File: src/soc_pkg.sv
package soc_pkg;

	// ====================================================================
	// Bus geometry
	// ====================================================================

	localparam int ADDR_W = 32;
	localparam int DATA_W = 32;

	// On-chip RAM, word addressed
	localparam int RAM_DEPTH = 512;
	localparam int RAM_AW = 9;

	// Red LED register
	localparam int LED_W = 10;

	// ====================================================================
	// Address map and register offsets
	// ====================================================================

	// Top nibble of the bus address, other values are unmapped
	typedef enum logic [3:0] {
		REGION_RAM   = 4'h1,
		REGION_LED   = 4'h4,
		REGION_DMA   = 4'h9,
		REGION_TIMER = 4'ha
	} region_e;

	// DMA registers, word offset in address bits 3:2
	localparam logic [1:0] DMA_REG_SRC = 2'd0;
	localparam logic [1:0] DMA_REG_DST = 2'd1;
	localparam logic [1:0] DMA_REG_COUNT = 2'd2;
	localparam logic [1:0] DMA_REG_STATUS = 2'd3;

	// Timer registers
	localparam logic [1:0] TIMER_REG_TIME = 2'd0;
	localparam logic [1:0] TIMER_REG_CMP = 2'd1;

	// ====================================================================
	// State machines
	// ====================================================================

	typedef enum logic [1:0] {
		ARB_IDLE,
		ARB_HOST,
		ARB_DMA
	} arb_state_e;

	typedef enum logic [1:0] {
		DMA_IDLE,
		DMA_READ,
		DMA_WRITE
	} dma_state_e;

endpackage

File: src/dma_engine.sv
`timescale 1ns/1ps

module dma_engine (
	input  logic i_clock,
	input  logic i_rst,

	// Register slave
	input  logic i_request,
	input  logic i_rw,
	input  logic [soc_pkg::ADDR_W-1:0] i_address,
	input  logic [soc_pkg::DATA_W-1:0] i_wdata,
	output logic [soc_pkg::DATA_W-1:0] o_rdata,
	output logic o_ready,

	// Bus master
	output logic o_bus_request,
	output logic o_bus_rw,
	output logic [soc_pkg::ADDR_W-1:0] o_bus_address,
	output logic [soc_pkg::DATA_W-1:0] o_bus_wdata,
	input  logic [soc_pkg::DATA_W-1:0] i_bus_rdata,
	input  logic i_bus_ready
);

	soc_pkg::dma_state_e state;

	logic [soc_pkg::ADDR_W-1:0] src;
	logic [soc_pkg::ADDR_W-1:0] dst;
	logic [soc_pkg::DATA_W-1:0] count;
	logic [soc_pkg::DATA_W-1:0] word;
	logic [1:0] offset;
	logic access;
	logic busy;

	assign offset = i_address[3:2];
	assign access = i_request && !o_ready;
	assign busy = state != soc_pkg::DMA_IDLE;

	// Master port follows the copy state and writes right after each read
	assign o_bus_request = busy;
	assign o_bus_rw = state == soc_pkg::DMA_WRITE;
	assign o_bus_address = (state == soc_pkg::DMA_WRITE) ? dst : src;
	assign o_bus_wdata = word;

	always_ff @(posedge i_clock) begin
		if (i_rst) begin
			state <= soc_pkg::DMA_IDLE;
			src <= '0;
			dst <= '0;
			count <= '0;
			o_ready <= 1'b0;
		end else begin
			o_ready <= access;

			// Registers only take writes while idle
			if (access && i_rw && !busy) begin
				case (offset)
					soc_pkg::DMA_REG_SRC: src <= i_wdata;
					soc_pkg::DMA_REG_DST: dst <= i_wdata;
					soc_pkg::DMA_REG_COUNT: begin
						count <= i_wdata;
						if (i_wdata != '0) begin
							state <= soc_pkg::DMA_READ;
						end
					end
					default: ;
				endcase
			end

			case (state)
				soc_pkg::DMA_READ: begin
					if (i_bus_ready) begin
						src <= src + 32'd4;
						state <= soc_pkg::DMA_WRITE;
					end
				end
				soc_pkg::DMA_WRITE: begin
					if (i_bus_ready) begin
						dst <= dst + 32'd4;
						count <= count - 1'b1;
						state <= (count == 32'd1) ? soc_pkg::DMA_IDLE : soc_pkg::DMA_READ;
					end
				end
				default: ;
			endcase
		end
	end

	// Word in flight and register read data
	always_ff @(posedge i_clock) begin
		if (state == soc_pkg::DMA_READ && i_bus_ready) begin
			word <= i_bus_rdata;
		end
		if (access) begin
			case (offset)
				soc_pkg::DMA_REG_SRC: o_rdata <= src;
				soc_pkg::DMA_REG_DST: o_rdata <= dst;
				soc_pkg::DMA_REG_COUNT: o_rdata <= count;
				soc_pkg::DMA_REG_STATUS: o_rdata <= {{(soc_pkg::DATA_W - 1){1'b0}}, busy};
			endcase
		end
	end

endmodule

File: config.mk
export PLATFORM = sky130hd
export DESIGN_NAME = dma_engine
export DESIGN_NICKNAME = d
export VERILOG_FILES = /design/src/soc_pkg.sv /design/src/dma_engine.sv
export SDC_FILE = /design/constraint.sdc
export NUM_CORES = 1
export LEC_CHECK = 0
export BUFFER_PORTS_ARGS = -buffer_cell sky130_fd_sc_hd__clkbuf_2
export CORE_MARGIN = 2
export CORE_UTILIZATION = 25
export DETAILED_ROUTE_END_ITERATION = 7
export GPL_ROUTABILITY_DRIVEN = 1
export GPL_TIMING_DRIVEN = 0
export HOLD_SLACK_MARGIN = 0.06
export PLACE_DENSITY_LB_ADDON = 0.25
export SLEW_MARGIN = 25
export SYNTH_ARGS = -nofsm -noshare
export SYNTH_HDL_FRONTEND = slang
export SYNTH_SLANG_ARGS = --single-unit
File: constraint.sdc
create_clock -name i_clock -period 3.4 [get_ports i_clock]
set_input_delay 0.68 -clock i_clock [delete_from_list [all_inputs] [get_ports i_clock]]
set_output_delay 0.68 -clock i_clock [all_outputs]
set_load 0.05 [all_outputs]
## Yosys cells after proc, flatten, opt, wreduce, memory -nomap -nowiden

Cells that the tools add are included.

| word-level totals | value |
|---|---|
| bits in registers | 163 |
| input port bits | 101 |
| output and inout port bits | 99 |
| word-level logic and storage cells | 46 |

| operators by class | value |
|---|---|
| $add $sub $neg | 3 |
| equality and inequality tests | 6 |
| mux-type cells | 21 |
| reduce and logical (&&, ||, !) cells | 9 |

Operators with widths:

| kind | number |
|---|---|
| $mux 32 | 13 |
| $pmux 32 s4 | 1 |
| $add 32x3->32 const B | 2 |
| $eq 32x1->1 const B | 1 |
| $reduce_bool 32->1 | 1 |
| $sub 32x1->32 const B | 1 |
| $mux 2 | 5 |
| $eq 2x2->1 const B | 3 |
| $eq 2x1->1 const B | 2 |
| $logic_and 1x1->1 | 4 |
| $pmux 2 s2 | 1 |
| $logic_not 1->1 | 2 |
| $logic_not 2->1 | 1 |
| $reduce_bool 2->1 | 1 |
| $mux 1 | 1 |

## Depth between registers and ports, before layout

Gate-level depths: netlist (run 1).

| depth | value |
|---|---|
| depth after elaboration | 7 |
| mapped depth | 9 |
| depth with buffers taken out | 8 |

## Worst setup path before layout (run 1)

No wires, ideal clock.

| timing path | value |
|---|---|
| path kind | in2reg |
| start | in i_bus_ready |
| end | reg src[14] (netlist name) |
| library setup time | 0.075 ns |
| data arrival time | 3.209 ns |
| required time | 3.325 ns |
| slack | 0.117 ns |
| cell stages on the path | 7 |
| path buffers | 2 |
| cells stage by stage | clkbuf_1 -> nand2_1 -> inv_2 -> clkbuf_1 -> nand3_1 -> or3_1 -> a31oi_1 |

| between the ends | value |
|---|---|
| cells in the longest elaborated chain, start to end | 2 |

Ends and longest elaborated chain:

| element | line | RTL |
|---|---|---|
| start, declared | dma_engine.sv:21 | `input logic i_bus_ready` |
| $mux 32 | dma_engine.sv:71 | `if (i_bus_ready) begin` |
| $mux 32 | dma_engine.sv:69 | `case (state)` |
| end signal, assigned | dma_engine.sv:57 | `soc_pkg::DMA_REG_SRC: src <= i_wdata;` |
| end signal, assigned | dma_engine.sv:72 | `src <= src + 32'd4;` |
| end, declared | dma_engine.sv:26 | `logic [soc_pkg::ADDR_W-1:0] src;` |

Every way passes these cells.
A chain may end at the register's enable or synchronous reset.

## Final worst setup path (run 1)

| timing path | value |
|---|---|
| start | reg state[0] |
| end | out o_bus_address[19] (netlist name) |

| between the ends | value |
|---|---|
| cells in the longest elaborated chain, start to end | 2 |

Ends and longest elaborated chain:

| element | line | RTL |
|---|---|---|
| start, declared | dma_engine.sv:24 | `soc_pkg::dma_state_e state;` |
| start signal, assigned | dma_engine.sv:46 | `state <= soc_pkg::DMA_IDLE;` |
| start signal, assigned | dma_engine.sv:62 | `state <= soc_pkg::DMA_READ;` |
| start signal, assigned | dma_engine.sv:73 | `state <= soc_pkg::DMA_WRITE;` |
| $eq 2x2->1 | dma_engine.sv:41 | `assign o_bus_address = (state == soc_pkg::DMA_WRITE) ? dst : src;` |
| $mux 32 | dma_engine.sv:41 |  |
| end, declared | dma_engine.sv:18 | `output logic [soc_pkg::ADDR_W-1:0] o_bus_address,` |

Every way passes these cells.

==> results of run 1 <==
-- routing by layer --
layer	routed length, um	up-vias
met5	0	-
met4	669	0
met3	2850	46
met2	16700	424
met1	15600	4153
li1	-	3957
-- kinds of logic (layout without fill, tap and decap cells) --
logic type | Yosys count | count (layout) | synth area share (%)
adder cells (fa/ha/maj) | 7 | 7 | 1.03
flip-flops | 163 | 163 | 45.8
multiplexers | 63 | 63 | 7.98
AND/OR/NAND/NOR | 355 | 355 | 21.3
AO/OA/AOI/OAI | 259 | 259 | 20.4
XOR/XNOR | 2 | 2 | 0.205
buffers and inverters | 75 | 274 | 3.32
-- how the worst max path moves through the flow --
stage	start	to	slack (ns)	depth (start not counted)
2_1_floorplan	i_bus_ready	src[14]	0.12	7
3_3_place_gp	i_bus_ready	src[10]	-1.39	8
3_5_place_dp	i_address[3]	count[28]	0.08	7
4_1_cts	state[0]	o_bus_address[10]	0.05	6
5_1_grt	state[1]	count[26]	0.09	8
6_report	state[0]	o_bus_address[19]	0.22	6
-- power groups by stage --
| stage | clock network (W) | logic, W | registers (W) |
|---|---|---|---|
| finish | 0.00205 | 0.00173 | 0.00236 |
| floorplan | 0 | 0.000982 | 0.00257 |
| CTS | 0.00207 | 0.00171 | 0.00235 |
| global route | 0.00215 | 0.00185 | 0.00238 |
| detailed placement | 0 | 0.00170 | 0.00240 |
| global placement | 0 | 0.00169 | 0.00240 |
-- through the flow --
step | instance area (sq um) | hold slack, ns | total power [W] | setup slack, ns | util [%]
after global routing | 10600 | 0.401 | 0.00638 | 0.0887 | 31.5
after floorplan | 8530 | 0.443 | 0.00355 | 0.117 | -
final | 10600 | 0.417 | 0.00614 | 0.218 | 31.5
after CTS | 10600 | 0.406 | 0.00613 | 0.0498 | 31.5
after global placement | 9920 | 0.457 | 0.00409 | -1.39 | 29.6
after detailed placement | 9960 | 0.460 | 0.00409 | 0.0765 | 29.7
-- area by class of cell --
cell class | instances | area share (%)
flip-flops and latches | 163 | 36.9
clock inverters | 14 | 1.69
clock buffers | 18 | 4.06
repair buffers | 167 | 8.12
well taps | 448 | 5.30
inverters | 11 | 0.391
multi-input cells | 686 | 41.1
plain buffers | 64 | 2.37
-- critical path, delay by kind of cell, from the launching register on --
family	cells	cell delay [ns]
adder cells (fa/ha/maj)	1	0.29
multiplexers	1	0.41
buffers and inverters	4	1.04
flip-flops	1	0.33
-- state kept, by name, summed over array words and instances, names as in the netlist --
| signal | cells |
|---|---|
| count | 32 |
| dst | 32 |
| o_bus_wdata | 32 |
| o_rdata | 32 |
| src | 32 |
| state | 2 |
| o_ready | 1 |
-- synthesized netlist by cell type (8+ instances only) --
master    number
a31oi_1       28
and3_1        13
o311ai_1       8
dfxtp_1       99
o21ai_0       16
nand2_1       99
nor4_1        23
nand4_1       12
nor2_1        71
a211oi_1      21
o211ai_1      15
inv_1          9
and2_1         8
a21oi_1       40
mux2_1        24
nor3_1        28
clkbuf_1      58
a221oi_1       9
a311oi_1      14
nand3_1       33
or3_1         14
edfxtp_1      64
mux2i_1       32
o21ai_1       48
or4_1         14
-- repair_timing --
item,4_1_cts,5_1_grt
cloned,0,0
endpoints found under the setup margin,27,11
resized for setup,2,4
==> out/qor.yml, run 1 <==
seq_area_sq_um: 3900
clk_pin_slew_ns: 0.07
fin_cells: 1571
core_sq_um: 33500
r2r_end: "dst[6]"
syn_inst: 924
endpoint_kind: "primary output"
max_slew_margin_pct: 36.9
synth.largest_area_cell: "dfxtp_1"
n_fill_cell: 3585
min_period_ns: 3.18
yosys-top-cells-area: "dfxtp_1 23%, edfxtp_1 23%, nand2_1 4.4%"
drtIter0Drc: 800
cp_common_cell: "clkbuf_2"
post-place-cells: 1539
regToRegSetupSlack_ns: 0.25
numCtsBuffers: 17
max_stage_delay_ns: 0.41
portBuffers: 166
grt_overflow_total: 0
grt_max_degree: 42
hold_class: "input pin to register"
synthesis.area_sq_um: 8530
cts.sinks: 163
worstPathMaxFanout: 10
die_h_um: 189
setup_viol: 0
outcome: "finished clean"
use_met3_pct: 4.47
layout_commonest_cell: "clkbuf_2"
met1_usage_pct: 25.9
postSynthAreaPerCell_sq_um: 9.23
pwr_density_cell_nw_per_um2: 580
synth_nets: 1032
cts_root_buf: "clkbuf_16"
gp_congestion: 0.890
die_w_um: 189
yosysUniqueCellTypes: 66
grt_pass1_vias: 8234
slowest_stage: "mux2_1"
clk_latency_ns: 0.44
pwr-share-seq_pct: 38.4
drive_above_1_share_pct: 19.7
irDropWorstVdd_v: 0.000334
drv_cap: 0
min_path_cells: 1
rsz0062_at_grt: "no"
dp_hpwl_um: 27200
switching_share_pct: 36.9
area_growth_pct: 24.0
use_met2_pct: 32.4
cts_tree: "yes"
initial_core_util_pct: 25.4
switchingPower_w: 0.00227
wl_per_cell_um: 22.8
die_area_sq_um: 35600
arrival_ns: 2.50
hold_start: "i_bus_rdata[24]"
async_flop_share_pct: 0
synth_ff_type: "dfxtp_1"
fin_crit_sh_pct: 93.6
viasPerCell: 5.46
critPathKind: "register to primary output"
ctsHoldBuffers: 0
setup_tns_ns: 0
worstMarginPinSlew_ns: 0.939
antenna_found_initial: 0
boundaryPins: 200
diodes: 0
p_leak_nw: 3.78
wirelength_um: 35800
post_cts_buffers: 0
finalHoldViolations: 0
worstPathCellList: "inv_1 -> ha_1 -> clkbuf_2 -> buf_2 -> mux2_1 -> clkbuf_2"
synth_top_area_share_pct: 23.2
power.internal_w: 0.00387
start_kind: "register"
final_nets: 1218
hold-path-endpoint: "o_bus_wdata[24]"
ant_nets: 0
reg2reg_depth: 9
drc: 0
final_cell_mix: "169 x clkbuf_2, 99 x nand2_1, 99 x dfxtp_1"
htree_levels: 4
grt_use_total_pct: 19.8
cts_max_path_buffers: 2
grt_pass1_wl_um: 52400
finClkSkew_ns: 0.0164
comb_power_share_pct: 28.2
multi_input_area_sq_um: 4350
num_rows: 67
synth-edff-count: 64
ys_seq_area_share_pct: 45.8
drt_first_pass_iters: 5
via_count: 8580
required_ns: 2.72
slew_violations: 0
synth_seq_cells: 163
max_clock_freq_mhz: 314
top_usage_layer: "met2"
clockPowerShare_pct: 33.4
ys_warn_count: 0
r2r_start: "state[0]"
No activity file was read; power rests on OpenSTA's default activity.
==> run 2: changes to the inputs <==
--- a/config.mk
+++ b/config.mk
@@ -13,6 +13,7 @@
 export GPL_TIMING_DRIVEN = 0
 export HOLD_SLACK_MARGIN = 0.06
 export PLACE_DENSITY_LB_ADDON = 0.25
+export REMOVE_ABC_BUFFERS = 1
 export SLEW_MARGIN = 25
 export SYNTH_ARGS = -nofsm -noshare
 export SYNTH_HDL_FRONTEND = slang
==> out/qor.yml, run 2 (synthesized netlist as in run 1, its figures left out) <==
finClkSkew_ns: 0.0154  # was 0.0164 ns
fin_crit_sh_pct: 89.9  # was 93.6%
drive_above_1_share_pct: 22.2  # was 19.7%
drc: 0  # unchanged
drtIter0Drc: 630  # was 800
setup_viol: 0  # unchanged
via_count: 8253  # was 8,580
power.internal_w: 0.00373  # was 0.00387 W
wl_per_cell_um: 21.4  # was 22.8 um
cts_max_path_buffers: 2  # unchanged
max_slew_margin_pct: 34.4  # was 36.9%
dp_hpwl_um: 22700  # was 27,200 um
grt_use_total_pct: 17.7  # was 19.8%
switchingPower_w: 0.00225  # was 0.00227 W
seq_area_sq_um: 3900  # unchanged
worstPathMaxFanout: 41  # was 10
initial_core_util_pct: 25.4  # unchanged
required_ns: 3.77  # was 2.72 ns
pwr-share-seq_pct: 39.4  # was 38.4%
cts.sinks: 163  # unchanged
boundaryPins: 200  # unchanged
layout_commonest_cell: "clkbuf_2"  # unchanged
pwr_density_cell_nw_per_um2: 567  # was 580 nW/um^2
die_h_um: 189  # unchanged
grt_pass1_wl_um: 47900  # was 52,400 um
die_area_sq_um: 35600  # unchanged
fin_cells: 1519  # was 1,571
final_cell_mix: "166 x clkbuf_2, 99 x dfxtp_1, 96 x nand2_1"  # was 169 x clkbuf_2, 99 x nand2_1, 99 x dfxtp_1
area_growth_pct: 23.7  # was 24.0%
grt_max_degree: 68  # was 42
portBuffers: 169  # was 166
ant_nets: 0  # unchanged
clk_latency_ns: 0.45  # was 0.44 ns
p_leak_nw: 3.76  # was 3.78 nW
endpoint_kind: "register"  # was primary output
switching_share_pct: 37.6  # was 36.9%
holdWs_ns: 0.411  # was 0.417 ns
ctsHoldBuffers: 0  # unchanged
diodes: 0  # unchanged
cts_root_buf: "clkbuf_16"  # unchanged
finalHoldViolations: 0  # unchanged
final_nets: 1166  # was 1,218
worstMarginPinSlew_ns: 0.977  # was 0.939 ns
core_sq_um: 33500  # unchanged
viasPerCell: 5.43  # was 5.46
start_kind: "register"  # unchanged
outcome: "finished clean"  # unchanged
wirelength_um: 32500  # was 35,800 um
arrival_ns: 3.42  # was 2.50 ns
num_rows: 67  # unchanged
min_period_ns: 3.06  # was 3.18 ns
post-place-cells: 1486  # was 1,539
critPathKind: "register to register"  # was register to primary output
grt_pass1_vias: 7660  # was 8,234
htree_levels: 4  # unchanged
drv_cap: 0  # unchanged
clk_pin_slew_ns: 0.07  # about the same
antenna_found_initial: 0  # unchanged
rsz0062_at_grt: "no"  # unchanged
max_clock_freq_mhz: 327  # was 314 MHz
multi_input_area_sq_um: 4420  # was 4350 sq um
irDropWorstVdd_v: 0.000432  # was 0.000334 V
hold_class: "input pin to register"  # unchanged
grt_overflow_total: 0  # unchanged
comb_power_share_pct: 28.5  # was 28.2%
cts_tree: "yes"  # unchanged
drt_first_pass_iters: 6  # was 5
n_fill_cell: 3531  # was 3,585
slew_violations: 0  # unchanged
numCtsBuffers: 17  # unchanged
clockPowerShare_pct: 32.1  # was 33.4%
gp_congestion: 0.836  # was 0.890
die_w_um: 189  # unchanged
## run 2: repair_timing
item / in CTS / in global routing
setup buffers: 0 / 1
cloned: 0 / 0
resized for setup: 4 / 1
setup endpoints to repair: 18 / 10
pin swaps: 0 / 0
## run 2: layout make-up
cell class | count | area share [%]
inverter | 11 | 0.439
multi-input combinational | 686 | 41.9
clock buffer | 18 | 4.07
tap | 448 | 5.31
clock inverter | 14 | 1.23
sequential | 163 | 37.0
timing repair buffer | 179 | 10.1
## run 2: metal layers
layer  share of wire, %  vias to the layer above  track usage (%)
li1                   -                     3862                -
met1                 47                     4021             24.7
met2                 45                      345             27.9
met3                6.4                       25             3.15
met4                1.4                        0             5.02
met5                  0                        -                0
## run 2: critical path, stage by stage (launching register included)
cell     delay (ns)
dfxtp_1        0.33
inv_1          0.13
ha_4           0.45
nand2_4        0.39
or4_1          0.85
nor4_1         0.31
mux2_2         0.38
a21oi_1        0.13
## run 2: final timing paths
| check | start | endpoint | slack (ns) | depth (start not counted) |
|---|---|---|---|---|
| max | state[0] | dst[22] | 0.34 | 7 |
| min | i_bus_rdata[16] | o_bus_wdata[16] | 0.41 | 1 |
| max reg2reg | state[0] | dst[22] | 0.34 | 7 |
| min reg2reg | dst[0] | dst[0] | 0.47 | 2 |
## run 2: per-stage QoR
stage | TNS, ns | power (W) | setup WS, ns | utilization (%) | cell area, sq um
2_1_floorplan | -21.73 | 0.00349 | -0.921 | - | 8290
3_3_place_gp | -176.07 | 0.00400 | -2.43 | 28.9 | 9690
3_5_place_dp | -10.03 | 0.00406 | -0.609 | 29.7 | 9950
4_1_cts | 0 | 0.00598 | 0.0156 | 31.4 | 10500
5_1_grt | 0 | 0.00623 | 0.124 | 31.5 | 10500
6_report | 0 | 0.00598 | 0.344 | 31.5 | 10500
## run 2: power groups by stage
| stage | Combinational [W] | Clock [W] | Sequential (W) |
|---|---|---|---|
| 2_1_floorplan | 0.000918 | 0 | 0.00257 |
| 3_3_place_gp | 0.00160 | 0 | 0.00240 |
| 3_5_place_dp | 0.00166 | 0 | 0.00240 |
| 4_1_cts | 0.00167 | 0.00196 | 0.00236 |
| 5_1_grt | 0.00182 | 0.00203 | 0.00238 |
| 6_report | 0.00170 | 0.00192 | 0.00236 |
==> run 3: changes to the inputs <==
--- a/config.mk
+++ b/config.mk
@@ -6,7 +6,8 @@
 export NUM_CORES = 1
 export LEC_CHECK = 0
 export BUFFER_PORTS_ARGS = -buffer_cell sky130_fd_sc_hd__clkbuf_2
-export CORE_MARGIN = 2
+export CELL_PAD_IN_SITES_DETAIL_PLACEMENT = 1
+export CELL_PAD_IN_SITES_GLOBAL_PLACEMENT = 1
 export CORE_UTILIZATION = 25
 export DETAILED_ROUTE_END_ITERATION = 7
 export GPL_ROUTABILITY_DRIVEN = 1
==> out/qor.yml, run 3 (synthesized netlist as in run 1, its figures left out) <==
switching_share_pct: 37.3  # was 37.6%
worstPathCellList: "nand3_1 -> nor4_2 -> nor3b_1 -> a311oi_1 -> a2111oi_0"  # was inv_1 -> ha_4 -> nand2_4 -> or4_1 -> nor4_1 -> mux2_2 -> a21oi_1
wl_met1_um: 16400  # was 15,300 um
required_ns: 3.73  # was 3.77 ns
boundaryPins: 200  # unchanged
via_count: 8224  # was 8,253
drtIter0Drc: 457  # was 630
final_nets: 1168  # was 1,166
cts.sinks: 163  # unchanged
gp_congestion: 0.809  # was 0.836
cts_tree: "yes"  # unchanged
critPathKind: "register to register"  # unchanged
max_clock_freq_mhz: 319  # was 327 MHz
finalHoldViolations: 0  # unchanged
cts_root_buf: "clkbuf_16"  # unchanged
final_cell_mix: "166 x clkbuf_2, 99 x dfxtp_1, 96 x nand2_1"  # unchanged
outcome: "finished clean"  # unchanged
clockPowerShare_pct: 34.0  # was 32.1%
dp_hpwl_um: 24000  # was 22,700 um
core_sq_um: 33500  # unchanged
max_slew_margin_pct: 31.7  # was 34.4%
start_kind: "register"  # unchanged
htree_levels: 4  # unchanged
drt_first_pass_iters: 7  # was 6
portBuffers: 169  # unchanged
num_rows: 67  # unchanged
wl_met2_um: 15700  # was 14,600 um
switchingPower_w: 0.00232  # was 0.00225 W
pwr-share-seq_pct: 38.0  # was 39.4%
drv_cap: 0  # unchanged
antenna_found_initial: 0  # unchanged
utilization_pct: 31.7  # was 31.5%
slew_violations: 0  # unchanged
initial_core_util_pct: 25.4  # unchanged
drc: 0  # unchanged
wl_met3_um: 1580  # was 2080 um
wl_per_cell_um: 22.6  # was 21.4 um
numCtsBuffers: 17  # unchanged
area_growth_pct: 24.7  # was 23.7%
setup_viol: 0  # unchanged
die_h_um: 187  # was 189 um
grt_pass1_wl_um: 51700  # was 47,900 um
slowest_stage: "nor3b_1"  # was or4_1
drive_above_1_share_pct: 22.6  # was 22.2%
worstMarginPinSlew_ns: 1.02  # was 0.977 ns
diodes: 0  # unchanged
hold_class: "input pin to register"  # unchanged
p_leak_nw: 3.81  # was 3.76 nW
grt_pass1_vias: 8244  # was 7,660
cp_top_family: "simple AND/OR/NAND/NOR gates"  # unchanged
endpoint_kind: "register"  # unchanged
die_area_sq_um: 34900  # was 35,600 sq um
setup_tns_ns: 0  # unchanged
holdWs_ns: 0.402  # was 0.411 ns
wirelength_um: 34300  # was 32,500 um
fin_cells: 1521  # was 1,519
power.internal_w: 0.00390  # was 0.00373 W
viasPerCell: 5.41  # was 5.43
min_period_ns: 3.14  # was 3.06 ns
post-place-cells: 1488  # was 1,486
rsz0062_at_grt: "no"  # unchanged
arrival_ns: 3.47  # was 3.42 ns
comb_power_share_pct: 27.9  # was 28.5%
finClkSkew_ns: 0.0143  # was 0.0154 ns
max_stage_delay_ns: 0.83  # was 0.85 ns
grt_max_degree: 67  # was 68
worstPathMaxFanout: 7  # was 41
layout_commonest_cell: "clkbuf_2"  # unchanged
clk_pin_slew_ns: 0.07  # about the same
cts_max_path_buffers: 2  # unchanged
die_w_um: 187  # was 189 um
highest_layer: "met4"  # unchanged
pwr_density_cell_nw_per_um2: 584  # was 567 nW/um^2
clk_latency_ns: 0.45  # about the same
finalPower_w: 0.00622  # was 0.00598 W
critPathBufInv: 0  # was 1
grt_use_total_pct: 19.5  # was 17.7%
irDropWorstVdd_v: 0.000422  # was 0.000432 V
fin_crit_sh_pct: 92.2  # was 89.9%
ant_nets: 0  # unchanged
grt_overflow_total: 0  # unchanged
[run 3: cell count changes in the layout (fill, tap and decap cells not counted), sizes merged]
cell      previous run  this run
bufinv               1         3
clkinv               4         5
clkbuf             186       185
clkinvlp             5         0
inv                 15        18
buf                 11        13
[run 3: timing repair]
action,4_1_cts,5_1_grt
buffers inserted,0,1
endpoints found under the setup margin,41,10
hold buffers,0,0
gates resized for setup,7,1
[run 3: cell type report]
| type | count | area [sq um] |
|---|---|---|
| fill | 3964 | 22900 |
| multi-input combinational | 686 | 4430 |
| sequential | 163 | 3900 |
| timing repair buffer | 181 | 1080 |
| tap | 448 | 561 |
| clock buffer | 17 | 425 |
| clock inverter | 15 | 194 |
| inverter | 11 | 46.3 |
[run 3: path summary, 6_finish.rpt]
| kind | startpoint | slack [ns] | cells past startpoint | to |
|---|---|---|---|---|
| worst max-delay path | src[2] | 0.26 | 5 | src[21] |
| worst min-delay path | i_bus_rdata[16] | 0.40 | 1 | o_bus_wdata[16] |
| worst max register to register | src[2] | 0.26 | 5 | src[21] |
| worst min register to register | dst[1] | 0.48 | 2 | dst[1] |
[run 3: power groups by stage]
stage | registers (W) | logic (W) | clock network, W
3_3_place_gp | 0.00240 | 0.00164 | 0
4_1_cts | 0.00236 | 0.00171 | 0.00217
2_1_floorplan | 0.00257 | 0.000918 | 0
6_report | 0.00236 | 0.00174 | 0.00212
5_1_grt | 0.00239 | 0.00186 | 0.00224
3_5_place_dp | 0.00241 | 0.00169 | 0
[run 3: metrics by stage]
step           setup WS, ns  instance area [sq um]
2_1_floorplan        -0.921                   8290
3_3_place_gp          -2.67                   9690
3_5_place_dp         -0.638                   9970
4_1_cts              0.0951                  10600
5_1_grt              0.0927                  10600
6_report              0.264                  10600
[run 3: worst register-to-register path, cell delays in order, from the launching register on]
cell	delay [ns]
dfxtp_1	0.45
nand3_1	0.39
nor4_2	0.80
nor3b_1	0.84
a311oi_1	0.20
a2111oi_0	0.34
[run 3: metal layers]
layer  track usage (%)  vias to the layer above
met5                 0                        -
li1                  -                     3859
met2              31.4                      233
met4              5.83                        0
met1              26.5                     4101
met3              3.42                       31
